===== src/design/fpu_pkg.sv =====
`default_nettype none

package fpu_pkg;

    // one-hot rounding modes, bit order as in the rm field
    typedef enum logic [4:0] {
        RNE = 5'b00001,
        RNA = 5'b00010,
        RTP = 5'b00100,
        RTN = 5'b01000,
        RTZ = 5'b10000
    } rm_e;

    // exception flags, nv sits in the msb
    typedef struct packed {
        logic nv;
        logic dz;
        logic of;
        logic uf;
        logic nx;
    } fp_flags_t;

    typedef enum logic [2:0] {
        ZERO,
        NORM,
        SUBNORM,
        INF,
        QNAN,
        SNAN
    } fp_class_e;

    localparam int          EXP_BIAS    = 127;
    localparam logic [7:0]  EXP_SPECIAL = 8'hff;
    localparam logic [31:0] FP_QNAN     = 32'h7fc00000;
    localparam logic [31:0] FP_POS_INF  = 32'h7f800000;
    localparam logic [31:0] FP_POS_MAX  = 32'h7f7fffff;

    localparam int NUM_PORTS = 2;
    typedef logic [$clog2(NUM_PORTS)-1:0] port_id_t;

    // overflow goes to infinity unless the mode rounds toward zero for this sign
    function automatic logic of_to_inf(rm_e rm, logic sign);
        return (rm == RNE) || (rm == RNA) || (rm == RTP && !sign) || (rm == RTN && sign);
    endfunction

endpackage

`default_nettype wire

===== src/design/fp_bus_if.sv =====
`timescale 1ns/1ps
`default_nettype none

// one multiply issued from the arbiter to the core
interface fp_op_if;
    import fpu_pkg::*;

    logic        valid;
    logic [31:0] a;
    logic [31:0] b;
    rm_e         rm;
    port_id_t    port;

    modport src (output valid, a, b, rm, port);
    modport snk (input valid, a, b, rm, port);
endinterface

// finished result, tagged with the requesting port
interface fp_res_if;
    import fpu_pkg::*;

    logic        valid;
    logic [31:0] result;
    fp_flags_t   flags;
    rm_e         rm;
    port_id_t    port;

    modport src (output valid, result, flags, rm, port);
    modport mon (input valid, result, flags, rm, port);
endinterface

`default_nettype wire


===== src/design/fp_mul_share_top.sv =====
`timescale 1ns/1ps
`default_nettype none

module fp_mul_share_top #(
    parameter fpu_pkg::port_id_t RR_INIT = '0
) (
    input  logic        i_clk,
    input  logic        i_rst_n,
    input  logic        i_p0_req,
    input  logic [31:0] i_p0_a,
    input  logic [31:0] i_p0_b,
    input  logic [4:0]  i_p0_rm,
    output logic        o_p0_busy,
    output logic        o_p0_done,
    output logic [31:0] o_p0_result,
    output logic [4:0]  o_p0_flags,
    input  logic        i_p1_req,
    input  logic [31:0] i_p1_a,
    input  logic [31:0] i_p1_b,
    input  logic [4:0]  i_p1_rm,
    output logic        o_p1_busy,
    output logic        o_p1_done,
    output logic [31:0] o_p1_result,
    output logic [4:0]  o_p1_flags
);
    import fpu_pkg::*;

    logic [NUM_PORTS-1:0]       req;
    logic [NUM_PORTS-1:0][31:0] a_vec;
    logic [NUM_PORTS-1:0][31:0] b_vec;
    rm_e  [NUM_PORTS-1:0]       rm_vec;
    logic [NUM_PORTS-1:0]       busy;

    fp_op_if  op_bus ();
    fp_res_if res_bus ();

    assign req       = {i_p1_req, i_p0_req};
    assign a_vec     = {i_p1_a, i_p0_a};
    assign b_vec     = {i_p1_b, i_p0_b};
    assign rm_vec[0] = rm_e'(i_p0_rm);
    assign rm_vec[1] = rm_e'(i_p1_rm);

    assign o_p0_busy = busy[0];
    assign o_p1_busy = busy[1];

    // one shared result bus, done goes to the port named by the tag
    assign o_p0_done   = res_bus.valid && (res_bus.port == port_id_t'(0));
    assign o_p1_done   = res_bus.valid && (res_bus.port == port_id_t'(1));
    assign o_p0_result = res_bus.result;
    assign o_p1_result = res_bus.result;
    assign o_p0_flags  = res_bus.flags;
    assign o_p1_flags  = res_bus.flags;

    fp_port_arbiter #(
        .RR_INIT (RR_INIT)
    ) u_arbiter (
        .i_clk   (i_clk),
        .i_rst_n (i_rst_n),
        .i_req   (req),
        .i_a     (a_vec),
        .i_b     (b_vec),
        .i_rm    (rm_vec),
        .o_busy  (busy),
        .op      (op_bus)
    );

    fp_mul_core u_core (
        .i_clk   (i_clk),
        .i_rst_n (i_rst_n),
        .op      (op_bus),
        .res     (res_bus)
    );

    fp_edge_checker u_edge_checker (
        .i_clk   (i_clk),
        .i_rst_n (i_rst_n),
        .res     (res_bus)
    );

endmodule

`default_nettype wire


===== src/design/fp_edge_checker.sv =====
`timescale 1ns/1ps
`default_nettype none

module fp_edge_checker (
    input  logic  i_clk,
    input  logic  i_rst_n,
    fp_res_if.mon res
);
    import fpu_pkg::*;

    logic        r_sign;
    logic [7:0]  r_exp;
    logic [23:0] r_sig;
    fp_class_e   r_class;
    logic        is_inf;
    logic        is_zero;
    logic        is_qnan;
    logic        is_max;
    logic        to_inf;

    fp_classify u_cls_res (
        .i_value (res.result),
        .o_sign  (r_sign),
        .o_exp   (r_exp),
        .o_sig   (r_sig),
        .o_class (r_class)
    );

    assign is_inf  = r_class == INF;
    assign is_zero = r_class == ZERO;
    // only the canonical quiet NaN may leave the core
    assign is_qnan = (r_class == QNAN) && (r_sig[21:0] == '0);
    assign is_max  = (r_exp == FP_POS_MAX[30:23]) && (r_sig == {1'b1, FP_POS_MAX[22:0]});
    // nearest modes and the directed mode pointing away from zero go to infinity
    assign to_inf  = (res.rm == RNE) || (res.rm == RNA) || (res.rm == (r_sign ? RTN : RTP));
endmodule

`default_nettype wire


===== src/design/fp_mul_core.sv =====
`timescale 1ns/1ps
`default_nettype none

module fp_mul_core (
    input  logic  i_clk,
    input  logic  i_rst_n,
    fp_op_if.snk  op,
    fp_res_if.src res
);
    import fpu_pkg::*;

    logic        a_sign;
    logic        b_sign;
    logic [7:0]  a_exp;
    logic [7:0]  b_exp;
    logic [23:0] a_sig;
    logic [23:0] b_sig;
    fp_class_e   a_class;
    fp_class_e   b_class;
    logic        a_zero, b_zero;
    logic        a_inf, b_inf;
    logic        a_nan, b_nan;
    logic        inv_op;

    // stage 1 registers
    logic              s1_valid;
    rm_e               s1_rm;
    port_id_t          s1_port;
    logic              s1_sign;
    logic signed [9:0] s1_exp;
    logic [47:0]       s1_prod;
    logic              s1_nan;
    logic              s1_nv;
    logic              s1_inf;
    logic              s1_zero;

    // stage 2 datapath
    logic              norm_hi;
    logic [22:0]       mant;
    logic              guard;
    logic              sticky;
    logic              round_up;
    logic [23:0]       mant_r;
    logic signed [9:0] exp_r;
    logic [31:0]       result_d;
    fp_flags_t         flags_d;

    fp_classify u_cls_a (
        .i_value (op.a),
        .o_sign  (a_sign),
        .o_exp   (a_exp),
        .o_sig   (a_sig),
        .o_class (a_class)
    );

    fp_classify u_cls_b (
        .i_value (op.b),
        .o_sign  (b_sign),
        .o_exp   (b_exp),
        .o_sig   (b_sig),
        .o_class (b_class)
    );

    // subnormal inputs count as zero
    assign a_zero = (a_class == ZERO) || (a_class == SUBNORM);
    assign b_zero = (b_class == ZERO) || (b_class == SUBNORM);
    assign a_inf  = a_class == INF;
    assign b_inf  = b_class == INF;
    assign a_nan  = (a_class == QNAN) || (a_class == SNAN);
    assign b_nan  = (b_class == QNAN) || (b_class == SNAN);
    assign inv_op = (a_inf && b_zero) || (a_zero && b_inf);

    always_ff @(posedge i_clk) begin
        if (!i_rst_n) begin
            s1_valid  <= 1'b0;
            res.valid <= 1'b0;
        end else begin
            s1_valid  <= op.valid;
            res.valid <= s1_valid;
        end
    end

    always_ff @(posedge i_clk) begin
        s1_rm   <= op.rm;
        s1_port <= op.port;
        s1_sign <= a_sign ^ b_sign;
        s1_exp  <= {2'b00, a_exp} + {2'b00, b_exp} - 10'(EXP_BIAS);
        s1_prod <= a_sig * b_sig;
        s1_nan  <= a_nan || b_nan || inv_op;
        s1_nv   <= (a_class == SNAN) || (b_class == SNAN) || inv_op;
        s1_inf  <= a_inf || b_inf;
        s1_zero <= a_zero || b_zero;
    end

    always_comb begin
        // product of two [1,2) significands lies in [1,4)
        norm_hi = s1_prod[47];
        if (norm_hi) begin
            mant   = s1_prod[46:24];
            guard  = s1_prod[23];
            sticky = |s1_prod[22:0];
        end else begin
            mant   = s1_prod[45:23];
            guard  = s1_prod[22];
            sticky = |s1_prod[21:0];
        end

        case (s1_rm)
            RNE:     round_up = guard && (sticky || mant[0]);
            RNA:     round_up = guard;
            RTP:     round_up = (guard || sticky) && !s1_sign;
            RTN:     round_up = (guard || sticky) && s1_sign;
            default: round_up = 1'b0;
        endcase

        mant_r = {1'b0, mant} + 24'(round_up);
        // carry out of the mantissa bumps the exponent, fraction is already zero then
        exp_r  = s1_exp + 10'(norm_hi) + 10'(mant_r[23]);

        flags_d = '0;
        if (s1_nan) begin
            result_d   = FP_QNAN;
            flags_d.nv = s1_nv;
        end else if (s1_inf) begin
            result_d = {s1_sign, FP_POS_INF[30:0]};
        end else if (s1_zero) begin
            result_d = {s1_sign, 31'd0};
        end else if (exp_r >= 10'sd255) begin
            result_d   = {s1_sign, of_to_inf(s1_rm, s1_sign) ? FP_POS_INF[30:0]
                                                              : FP_POS_MAX[30:0]};
            flags_d.of = 1'b1;
            flags_d.nx = 1'b1;
        end else if (exp_r <= 10'sd0) begin
            // no gradual underflow, tiny results flush to signed zero
            result_d   = {s1_sign, 31'd0};
            flags_d.uf = 1'b1;
            flags_d.nx = 1'b1;
        end else begin
            result_d   = {s1_sign, exp_r[7:0], mant_r[22:0]};
            flags_d.nx = guard || sticky;
        end
    end

    always_ff @(posedge i_clk) begin
        res.result <= result_d;
        res.flags  <= flags_d;
        res.rm     <= s1_rm;
        res.port   <= s1_port;
    end
endmodule

`default_nettype wire


===== src/design/fp_port_arbiter.sv =====
`timescale 1ns/1ps
`default_nettype none

module fp_port_arbiter #(
    parameter fpu_pkg::port_id_t RR_INIT = '0
) (
    input  logic                                  i_clk,
    input  logic                                  i_rst_n,
    input  logic [fpu_pkg::NUM_PORTS-1:0]         i_req,
    input  logic [fpu_pkg::NUM_PORTS-1:0][31:0]   i_a,
    input  logic [fpu_pkg::NUM_PORTS-1:0][31:0]   i_b,
    input  fpu_pkg::rm_e [fpu_pkg::NUM_PORTS-1:0] i_rm,
    output logic [fpu_pkg::NUM_PORTS-1:0]         o_busy,
    fp_op_if.src                                  op
);
    import fpu_pkg::*;

    logic [NUM_PORTS-1:0]       pend;
    logic [NUM_PORTS-1:0][31:0] slot_a;
    logic [NUM_PORTS-1:0][31:0] slot_b;
    rm_e  [NUM_PORTS-1:0]       slot_rm;
    port_id_t                   prio;
    port_id_t                   gnt_id;
    logic [NUM_PORTS-1:0]       gnt;

    assign o_busy = pend;

    // priority port wins a tie, otherwise whichever port is pending
    // (two ports, so the other one is just the inverted tag)
    always_comb begin
        gnt_id      = pend[prio] ? prio : ~prio;
        gnt         = '0;
        gnt[gnt_id] = pend[gnt_id];
    end

    always_ff @(posedge i_clk) begin
        if (!i_rst_n) begin
            pend     <= '0;
            prio     <= RR_INIT;
            op.valid <= 1'b0;
        end else begin
            pend     <= (pend & ~gnt) | i_req;
            op.valid <= |gnt;
            if (|gnt) begin
                prio <= ~gnt_id;
            end
        end
    end

    always_ff @(posedge i_clk) begin
        for (int p = 0; p < NUM_PORTS; p++) begin
            if (i_req[p]) begin
                slot_a[p]  <= i_a[p];
                slot_b[p]  <= i_b[p];
                slot_rm[p] <= i_rm[p];
            end
        end
        op.a    <= slot_a[gnt_id];
        op.b    <= slot_b[gnt_id];
        op.rm   <= slot_rm[gnt_id];
        op.port <= gnt_id;
    end
endmodule

`default_nettype wire


===== src/design/fp_classify.sv =====
`timescale 1ns/1ps
`default_nettype none

module fp_classify (
    input  logic [31:0]        i_value,
    output logic               o_sign,
    output logic [7:0]         o_exp,
    output logic [23:0]        o_sig,
    output fpu_pkg::fp_class_e o_class
);
    import fpu_pkg::*;

    logic [22:0] frac;

    assign o_sign = i_value[31];
    assign o_exp  = i_value[30:23];
    assign frac   = i_value[22:0];

    always_comb begin
        if (o_exp == EXP_SPECIAL) begin
            if (frac == '0)
                o_class = INF;
            else if (frac[22])
                o_class = QNAN;
            else
                o_class = SNAN;
        end else if (o_exp == 8'h00) begin
            o_class = (frac == '0) ? ZERO : SUBNORM;
        end else begin
            o_class = NORM;
        end
    end

    // hidden bit only for normal numbers
    assign o_sig = {o_class == NORM, frac};

endmodule

`default_nettype wire


===== config.mk =====
export PLATFORM = sky130hd
export DESIGN_NAME = fp_mul_share_top
export DESIGN_NICKNAME = d
export VERILOG_FILES = /design/src/design/fpu_pkg.sv /design/src/design/fp_bus_if.sv /design/src/design/fp_mul_share_top.sv /design/src/design/fp_edge_checker.sv /design/src/design/fp_mul_core.sv /design/src/design/fp_port_arbiter.sv /design/src/design/fp_classify.sv
export SDC_FILE = /design/constraint.sdc
export NUM_CORES = 2
export LEC_CHECK = 0
export BUFFER_PORTS_ARGS = -buffer_cell sky130_fd_sc_hd__buf_2
export CORE_UTILIZATION = 50
export DETAILED_ROUTE_END_ITERATION = 6
export HOLD_SLACK_MARGIN = 0.1
export PLACE_DENSITY = 0.74
export SLEW_MARGIN = 20
export SYNTH_ARGS = -nofsm -noshare
export SYNTH_HDL_FRONTEND = slang
export SYNTH_SLANG_ARGS = --single-unit

===== constraint.sdc =====
create_clock -name i_clk -period 9.4 [get_ports i_clk]
set_clock_uncertainty 0.2 [all_clocks]
set_input_delay 2.35 -clock i_clk [delete_from_list [all_inputs] [get_ports i_clk]]
set_output_delay 2.35 -clock i_clk [all_outputs]
set_load 0.01 [all_outputs]

* Word-level counts from Yosys, hierarchy flattened
Index checks and enable logic that the tools add are counted.
Word-level totals: register bits 320, output and inout port bits 78, word-level logic and storage cells 142
Operators by class: equal/unequal tests 16, reductions and logical operators 39, add/subtract/negate cells 5, order comparisons 5, multiply operators 1, mux-type cells 36, bitwise operators 8
Operator list (count):
- 2-to-1 mux 32 bit | 4
- 2-to-1 mux 31 bit | 3
- multiplier 24 x 24 -> 48 bit | 1
- logical NOT 23 bit | 2
- 2-to-1 mux 23 bit | 2
- adder 23 x 1 -> 24 bit | 1
- 2-to-1 mux 24 bit | 1
- OR reduction 23 bit | 1
- OR reduction 22 bit | 1
- adder 10 x 1 -> 10 bit | 2
- == test 8 bit, second input constant | 2
- logical NOT 8 bit | 2
- logical OR 1 bit | 16
- 2-to-1 mux 1 bit | 14
- == test 3 x 2 -> 1 bit, second input constant | 4
- == test 3 bit, second input constant | 4
- 2-to-1 mux 3 bit | 4
- >= comparator 10 x 9 -> 1 bit, second input constant | 1
- <= comparator 10 x 1 -> 1 bit, second input constant | 1
- logical AND 1 bit | 10
- 2-to-1 mux 5 bit | 2
- subtractor 10 x 7 -> 10 bit, second input constant | 1
- adder 8 x 8 -> 9 bit | 1
- 2-to-1 mux 2 bit | 4
- 19 further kinds | 26

* Depth between registers and ports, before layout
depth after elaboration 12, gate-level depth with buffers 28

* By module
A second synthesis with hierarchy kept.
Unflattened totals: cells, all modules 3083, area total of the unflattened synthesis 31126.1 sq um
By module, submodules not included:
- fp_mul_core | area each 23507.5 sq um, instances 1, cells an instance 2644, sequential area each 2262.2 sq um
- fp_port_arbiter | area each 6593.8 sq um, instances 1, cells an instance 298, sequential area each 5625.4 sq um
- fp_classify | area each 365.4 sq um, instances 2, cells an instance 51, sequential area each 0.0 sq um
- fp_mul_share_top | area each 294.0 sq um, instances 1, cells an instance 39, sequential area each 0.0 sq um

* Least setup slack after synthesis
OpenSTA, ideal clock, no wires.
kind register to register, from register u_arbiter.op.a[27], to register u_core.s1_prod[42], stages on the path, launching flop included 25, clock period less this slack 7.148 ns, required time 9.075 ns, setup slack 2.252 ns, arrival time 6.823 ns, cell sequence dfxtp_1 or4_1 nor2_1 nor2b_1 and2_1 fa_1 fa_1 fa_1 inv_1 fa_1 inv_1 fa_1 inv_1 fa_1 inv_1 fa_1 ha_1 and3_1 a2111oi_0 o21bai_1 or3b_1 o2111ai_2 and2_1 a31oi_1 xor2_1
Between the ends: longest elaborated chain between the ends 5
Ends and longest elaborated chain:
- from (decl) | line fp_bus_if.sv:14 | modport src (output valid, a, b, rm, port);
- from (signal assigned) | line fp_port_arbiter.sv:58 | op.a <= slot_a[gnt_id];
- logical NOT 8 bit | line fp_classify.sv:27 | end else if (o_exp == 8'h00) begin
- 2-to-1 mux 2 bit | line fp_classify.sv:27
- 2-to-1 mux 3 bit (*) | line fp_classify.sv:20 | if (o_exp == EXP_SPECIAL) begin
- == test 3 x 1 -> 1 bit (*) | line fp_classify.sv:35 | assign o_sig = {o_class == NORM, frac};
- multiplier 24 x 24 -> 48 bit (*) | line fp_mul_core.sv:88 | s1_prod <= a_sig * b_sig;
- to (signal assigned) | line fp_mul_core.sv:88
- to (decl) | line fp_mul_core.sv:31 | logic [47:0] s1_prod;
Mark *: on every way between the ends. The rest lies on a longest branch, timed or not. A chain may end at the register's enable or synchronous reset.

* Worst setup path after layout
from register u_arbiter.op.a[24], to register u_core.s1_prod[42]
Same word-level chain as after synthesis.

==> out/summary.md <==
In this run the tool buffered the top-level ports with 217 buffer cells. The minimum clock period after layout was 7.81 ns; the starting density of the core was 0.508. For hold timing, the worst endpoint is u_core.s1_rm[2]. The area share of fa/ha/maj cells after synthesis is 0.400, and the synthesized-area fraction occupied by ao, oa, aoi and oai cells is 0.0494. After technology mapping, the gate count stands at 3103. The worst hold path begins at u_arbiter.op.rm[2]. The sort of element at the end of the critical path was a register. At the pin with the least slew margin, the transition time is 1.20 ns. The run gives 1206 as the DRC violation total after the first TritonRoute iteration. The number of buffers created by CTS was 34. The tree is rooted in a sky130_fd_sc_hd__clkbuf_16. The simple-gate area share of the yosys netlist was 0.161; the total number of clock tree sinks was 320. The die height is 247 µm.

The main combinational cell family by area after synthesis is adder cells. The average instance in the mapped netlist occupies 9.70 µm². The share of synthesized registers carrying an async set or reset came out at 0.

For the worst flop-to-flop path, the logic depth is 25. The final cycle utilization of the critical path was 0.830. The signal arrival time at the worst endpoint came out at 8.03 ns.

For the via count of the first global-routing pass, the log shows 21889. The number of cells traversed by the worst hold path was 0. After legalization and detailed placement, the total HPWL measured 52200 µm. From synthesis to final layout, the design area changed by 8.90%.

The post-detailed-route wirelength per cell came out at 16.9 µm. The combined global-route utilization of all metal layers is 0.232, and the global-route wire length before repair is 112000 µm. Gates resized during post-CTS repair numbered 0. The post-cts hold buffer count was 0. The area share of xor/xnor cells in the synthesized design was 0.0282; the sum of routed wire length over all layers was 68000 µm. Total negative setup slack: 0 ns. The worst hold path belongs to the class reg2reg. Once the clock tree was built, the setup fixing pass inserted 0 buffers. The run gives 0 as the number of hold-slack violations in the final timing report. The worst register-to-register path has a setup slack of 1.59 ns. The tools report the count of distinct cell types in the synthesized netlist as 71. The synthesized design contains 138 enable-type register cells. The number of register bits inferred by synthesis is 320, and the cell row count is 89. The top cell types in the final layout, fill and taps aside, are sky130_fd_sc_hd__nand2_1, sky130_fd_sc_hd__inv_1, sky130_fd_sc_hd__fa_1. The startpoint-to-endpoint class of the critical path was reg2reg. The worst setup path is launched from a register.

Setup repair after global routing left no endpoint under its margin. Measured along the x axis, the die boundary spans 247 µm. The share of post-route cells with drive strength above 1 came out at 0.110. The worst slew margin relative to its limit came out at 0.200. The overall die area was 0.0612 mm². The number of antenna violations at the first check in global routing was 4. After the last flow step, the layout net total stands at 4030. The routed layout has 20929 vias. STA puts the critical path data required time at 9.62 ns. The setup violation total in the final timing report was 0; the clock slew at the register clock pins of the worst setup and hold paths was 0.06 ns. The post-synthesis cell area is 0.0301 mm², and the buffer depth of the longest clock path is 3. At the later pin of the worst-skew pair, clock insertion delay measures 0.55 ns.

The sequential element share of the synthesized area is 0.259. The capture point of the worst reg-to-reg path is u_core.s1_prod[42]. The tool flagged a number of max-cap violations equal to 0. The multiplexer area fraction after synthesis was 0.00590; the largest net degree at the start of global routing was 72. In the synthesized netlist the dominant register cell turns out to be sky130_fd_sc_hd__dfxtp_1. The number of primary I/O pins is 220, and the maximum net fanout on the critical path is 24. The pre-antenna-repair detailed-routing pass consisted of 5 iterations. Total number of H-tree levels: 2.

Routability-driven placement finished with a final weighted congestion of 0.905. The startpoint identified for the worst register-to-register timing path is u_arbiter.op.a[24]. The flow ran to the end, and the final reports show no timing, DRC or antenna violations. The core region is 0.0592 mm².

The run gives 0 as the number of routed nets with antenna violations. TritonCTS built the clock tree. The library cell used most frequently in the layout, excluding fill and tap cells, is sky130_fd_sc_hd__nand2_1.

After detailed routing, the number of remaining DRC violations is 0. The average vias per placed instance was 5.21; the final number of max-transition violations was 0. During synthesis, Yosys emitted a total of 0 warnings. Global routing finished with a remaining overflow of 0. The highest achievable clock rate came out at 128 MHz.
[flip-flops by register name (all words and copies together), names as in the netlist, 2 cells and up]
signal,count
u_arbiter.slot_rm,10
u_core.s1_prod,48
u_core.res.result,32
u_arbiter.op.rm,5
u_arbiter.op.a,32
u_arbiter.slot_a,64
u_arbiter.o_busy,2
u_core.s1_exp,10
u_arbiter.op.b,32
u_arbiter.slot_b,64
u_core.s1_rm,5
u_core.res.flags,4
[cells in the mapped netlist (6+ instances only)]
cell,n,area (µm²)
sky130_fd_sc_hd__a211oi_1,6,45.0
sky130_fd_sc_hd__a21o_1,26,195
sky130_fd_sc_hd__a21oi_1,69,345
sky130_fd_sc_hd__a21oi_2,20,175
sky130_fd_sc_hd__a31oi_1,10,62.6
sky130_fd_sc_hd__and2_1,233,1460
sky130_fd_sc_hd__buf_4,39,293
sky130_fd_sc_hd__clkbuf_1,134,503
sky130_fd_sc_hd__dfxtp_1,182,3640
sky130_fd_sc_hd__edfxtp_1,138,4140
sky130_fd_sc_hd__fa_1,484,9690
sky130_fd_sc_hd__ha_1,187,2340
sky130_fd_sc_hd__inv_1,538,2020
sky130_fd_sc_hd__mux2_2,6,67.6
sky130_fd_sc_hd__mux2i_1,11,110
sky130_fd_sc_hd__nand2_1,639,2400
sky130_fd_sc_hd__nand2b_1,7,43.8
sky130_fd_sc_hd__nand3_1,23,115
sky130_fd_sc_hd__nand4_1,21,131
sky130_fd_sc_hd__nor2_1,39,146
sky130_fd_sc_hd__nor2b_1,13,81.3
sky130_fd_sc_hd__nor3_1,15,75.1
sky130_fd_sc_hd__nor4_1,21,131
sky130_fd_sc_hd__o211ai_1,11,82.6
sky130_fd_sc_hd__o21ai_0,36,180
sky130_fd_sc_hd__o21bai_1,13,97.6
sky130_fd_sc_hd__or3_1,7,43.8
sky130_fd_sc_hd__xnor2_1,59,517
sky130_fd_sc_hd__xor2_1,38,333
[stage by stage]
stage,std cells,cell area [µm²],worst slack (ns),utilization,hold WS [ns]
6_report,4018,32800,1.59,0.553,0.124
5_1_grt,4017,32800,1.19,0.553,0.132
4_1_cts,4014,32800,1.56,0.553,0.125
3_5_place_dp,3954,31600,1.58,0.534,0.112
3_3_place_gp,3954,31600,1.64,0.534,0.110
2_1_floorplan,3104,30100,2.25,-,0.110
[logic make-up after synthesis]
group           count (synthesis)
buf+inv                       725
compound gates                225
flops                         320
other cells                     1
mux                            17
xor+xnor                       97
fa+ha+maj                     671
simple gates                 1047
[layout make-up]
class | instances | area, µm²
fillers | 5176 | 26500
repair buffers | 263 | 1430
multi-input cells | 2059 | 19400
diodes | 4 | 10.0
well taps | 773 | 967
clock inverters | 17 | 211
inverters | 539 | 2020
flip-flops and latches | 320 | 7790
clock buffers | 43 | 926
[routing by layer]
| metal | vias to the layer above | routed length, µm | global-route usage |
|---|---|---|---|
| met5 | - | 0 | 0 |
| met4 | 0 | 2810 | 0.0879 |
| met3 | 173 | 4760 | 0.0387 |
| met2 | 750 | 32800 | 0.389 |
| met1 | 10321 | 27700 | 0.302 |
| li1 | 9685 | - | - |
[worst max-delay path by stage]
stage	start	end	slack [ns]	cells past startpoint
2_1_floorplan	u_arbiter.op.a[27]	u_core.s1_prod[42]	2.25	24
3_3_place_gp	u_arbiter.op.a[24]	u_core.s1_prod[42]	1.64	25
3_5_place_dp	u_arbiter.op.a[24]	u_core.s1_prod[42]	1.58	25
4_1_cts	u_arbiter.op.a[24]	u_core.s1_prod[42]	1.56	25
5_1_grt	u_arbiter.op.a[24]	u_core.s1_prod[42]	1.19	25
6_report	u_arbiter.op.a[24]	u_core.s1_prod[42]	1.59	25
[worst max-delay path: stages (launching register included)]
cell and delay (ns):
sky130_fd_sc_hd__dfxtp_1 0.35, sky130_fd_sc_hd__or4_1 0.54, sky130_fd_sc_hd__nor2_1 0.16, sky130_fd_sc_hd__nor2b_1 0.07
sky130_fd_sc_hd__buf_4 0.22, sky130_fd_sc_hd__and2_1 0.21, sky130_fd_sc_hd__fa_1 0.51, sky130_fd_sc_hd__fa_1 0.52
sky130_fd_sc_hd__fa_1 0.54, sky130_fd_sc_hd__inv_1 0.05, sky130_fd_sc_hd__fa_1 0.49, sky130_fd_sc_hd__inv_1 0.05
sky130_fd_sc_hd__fa_1 0.52, sky130_fd_sc_hd__inv_1 0.05, sky130_fd_sc_hd__fa_1 0.47, sky130_fd_sc_hd__inv_1 0.05
sky130_fd_sc_hd__fa_1 0.35, sky130_fd_sc_hd__ha_1 0.39, sky130_fd_sc_hd__and3_1 0.26, sky130_fd_sc_hd__a2111oi_0 0.38
sky130_fd_sc_hd__o21bai_1 0.15, sky130_fd_sc_hd__or3b_1 0.40, sky130_fd_sc_hd__o2111ai_2 0.25, sky130_fd_sc_hd__and2_1 0.22
sky130_fd_sc_hd__a31oi_1 0.11, sky130_fd_sc_hd__xor2_1 0.16
Power is not shown: default switching activity piles up to over one toggle a cycle in this logic, so the estimate is an artifact.
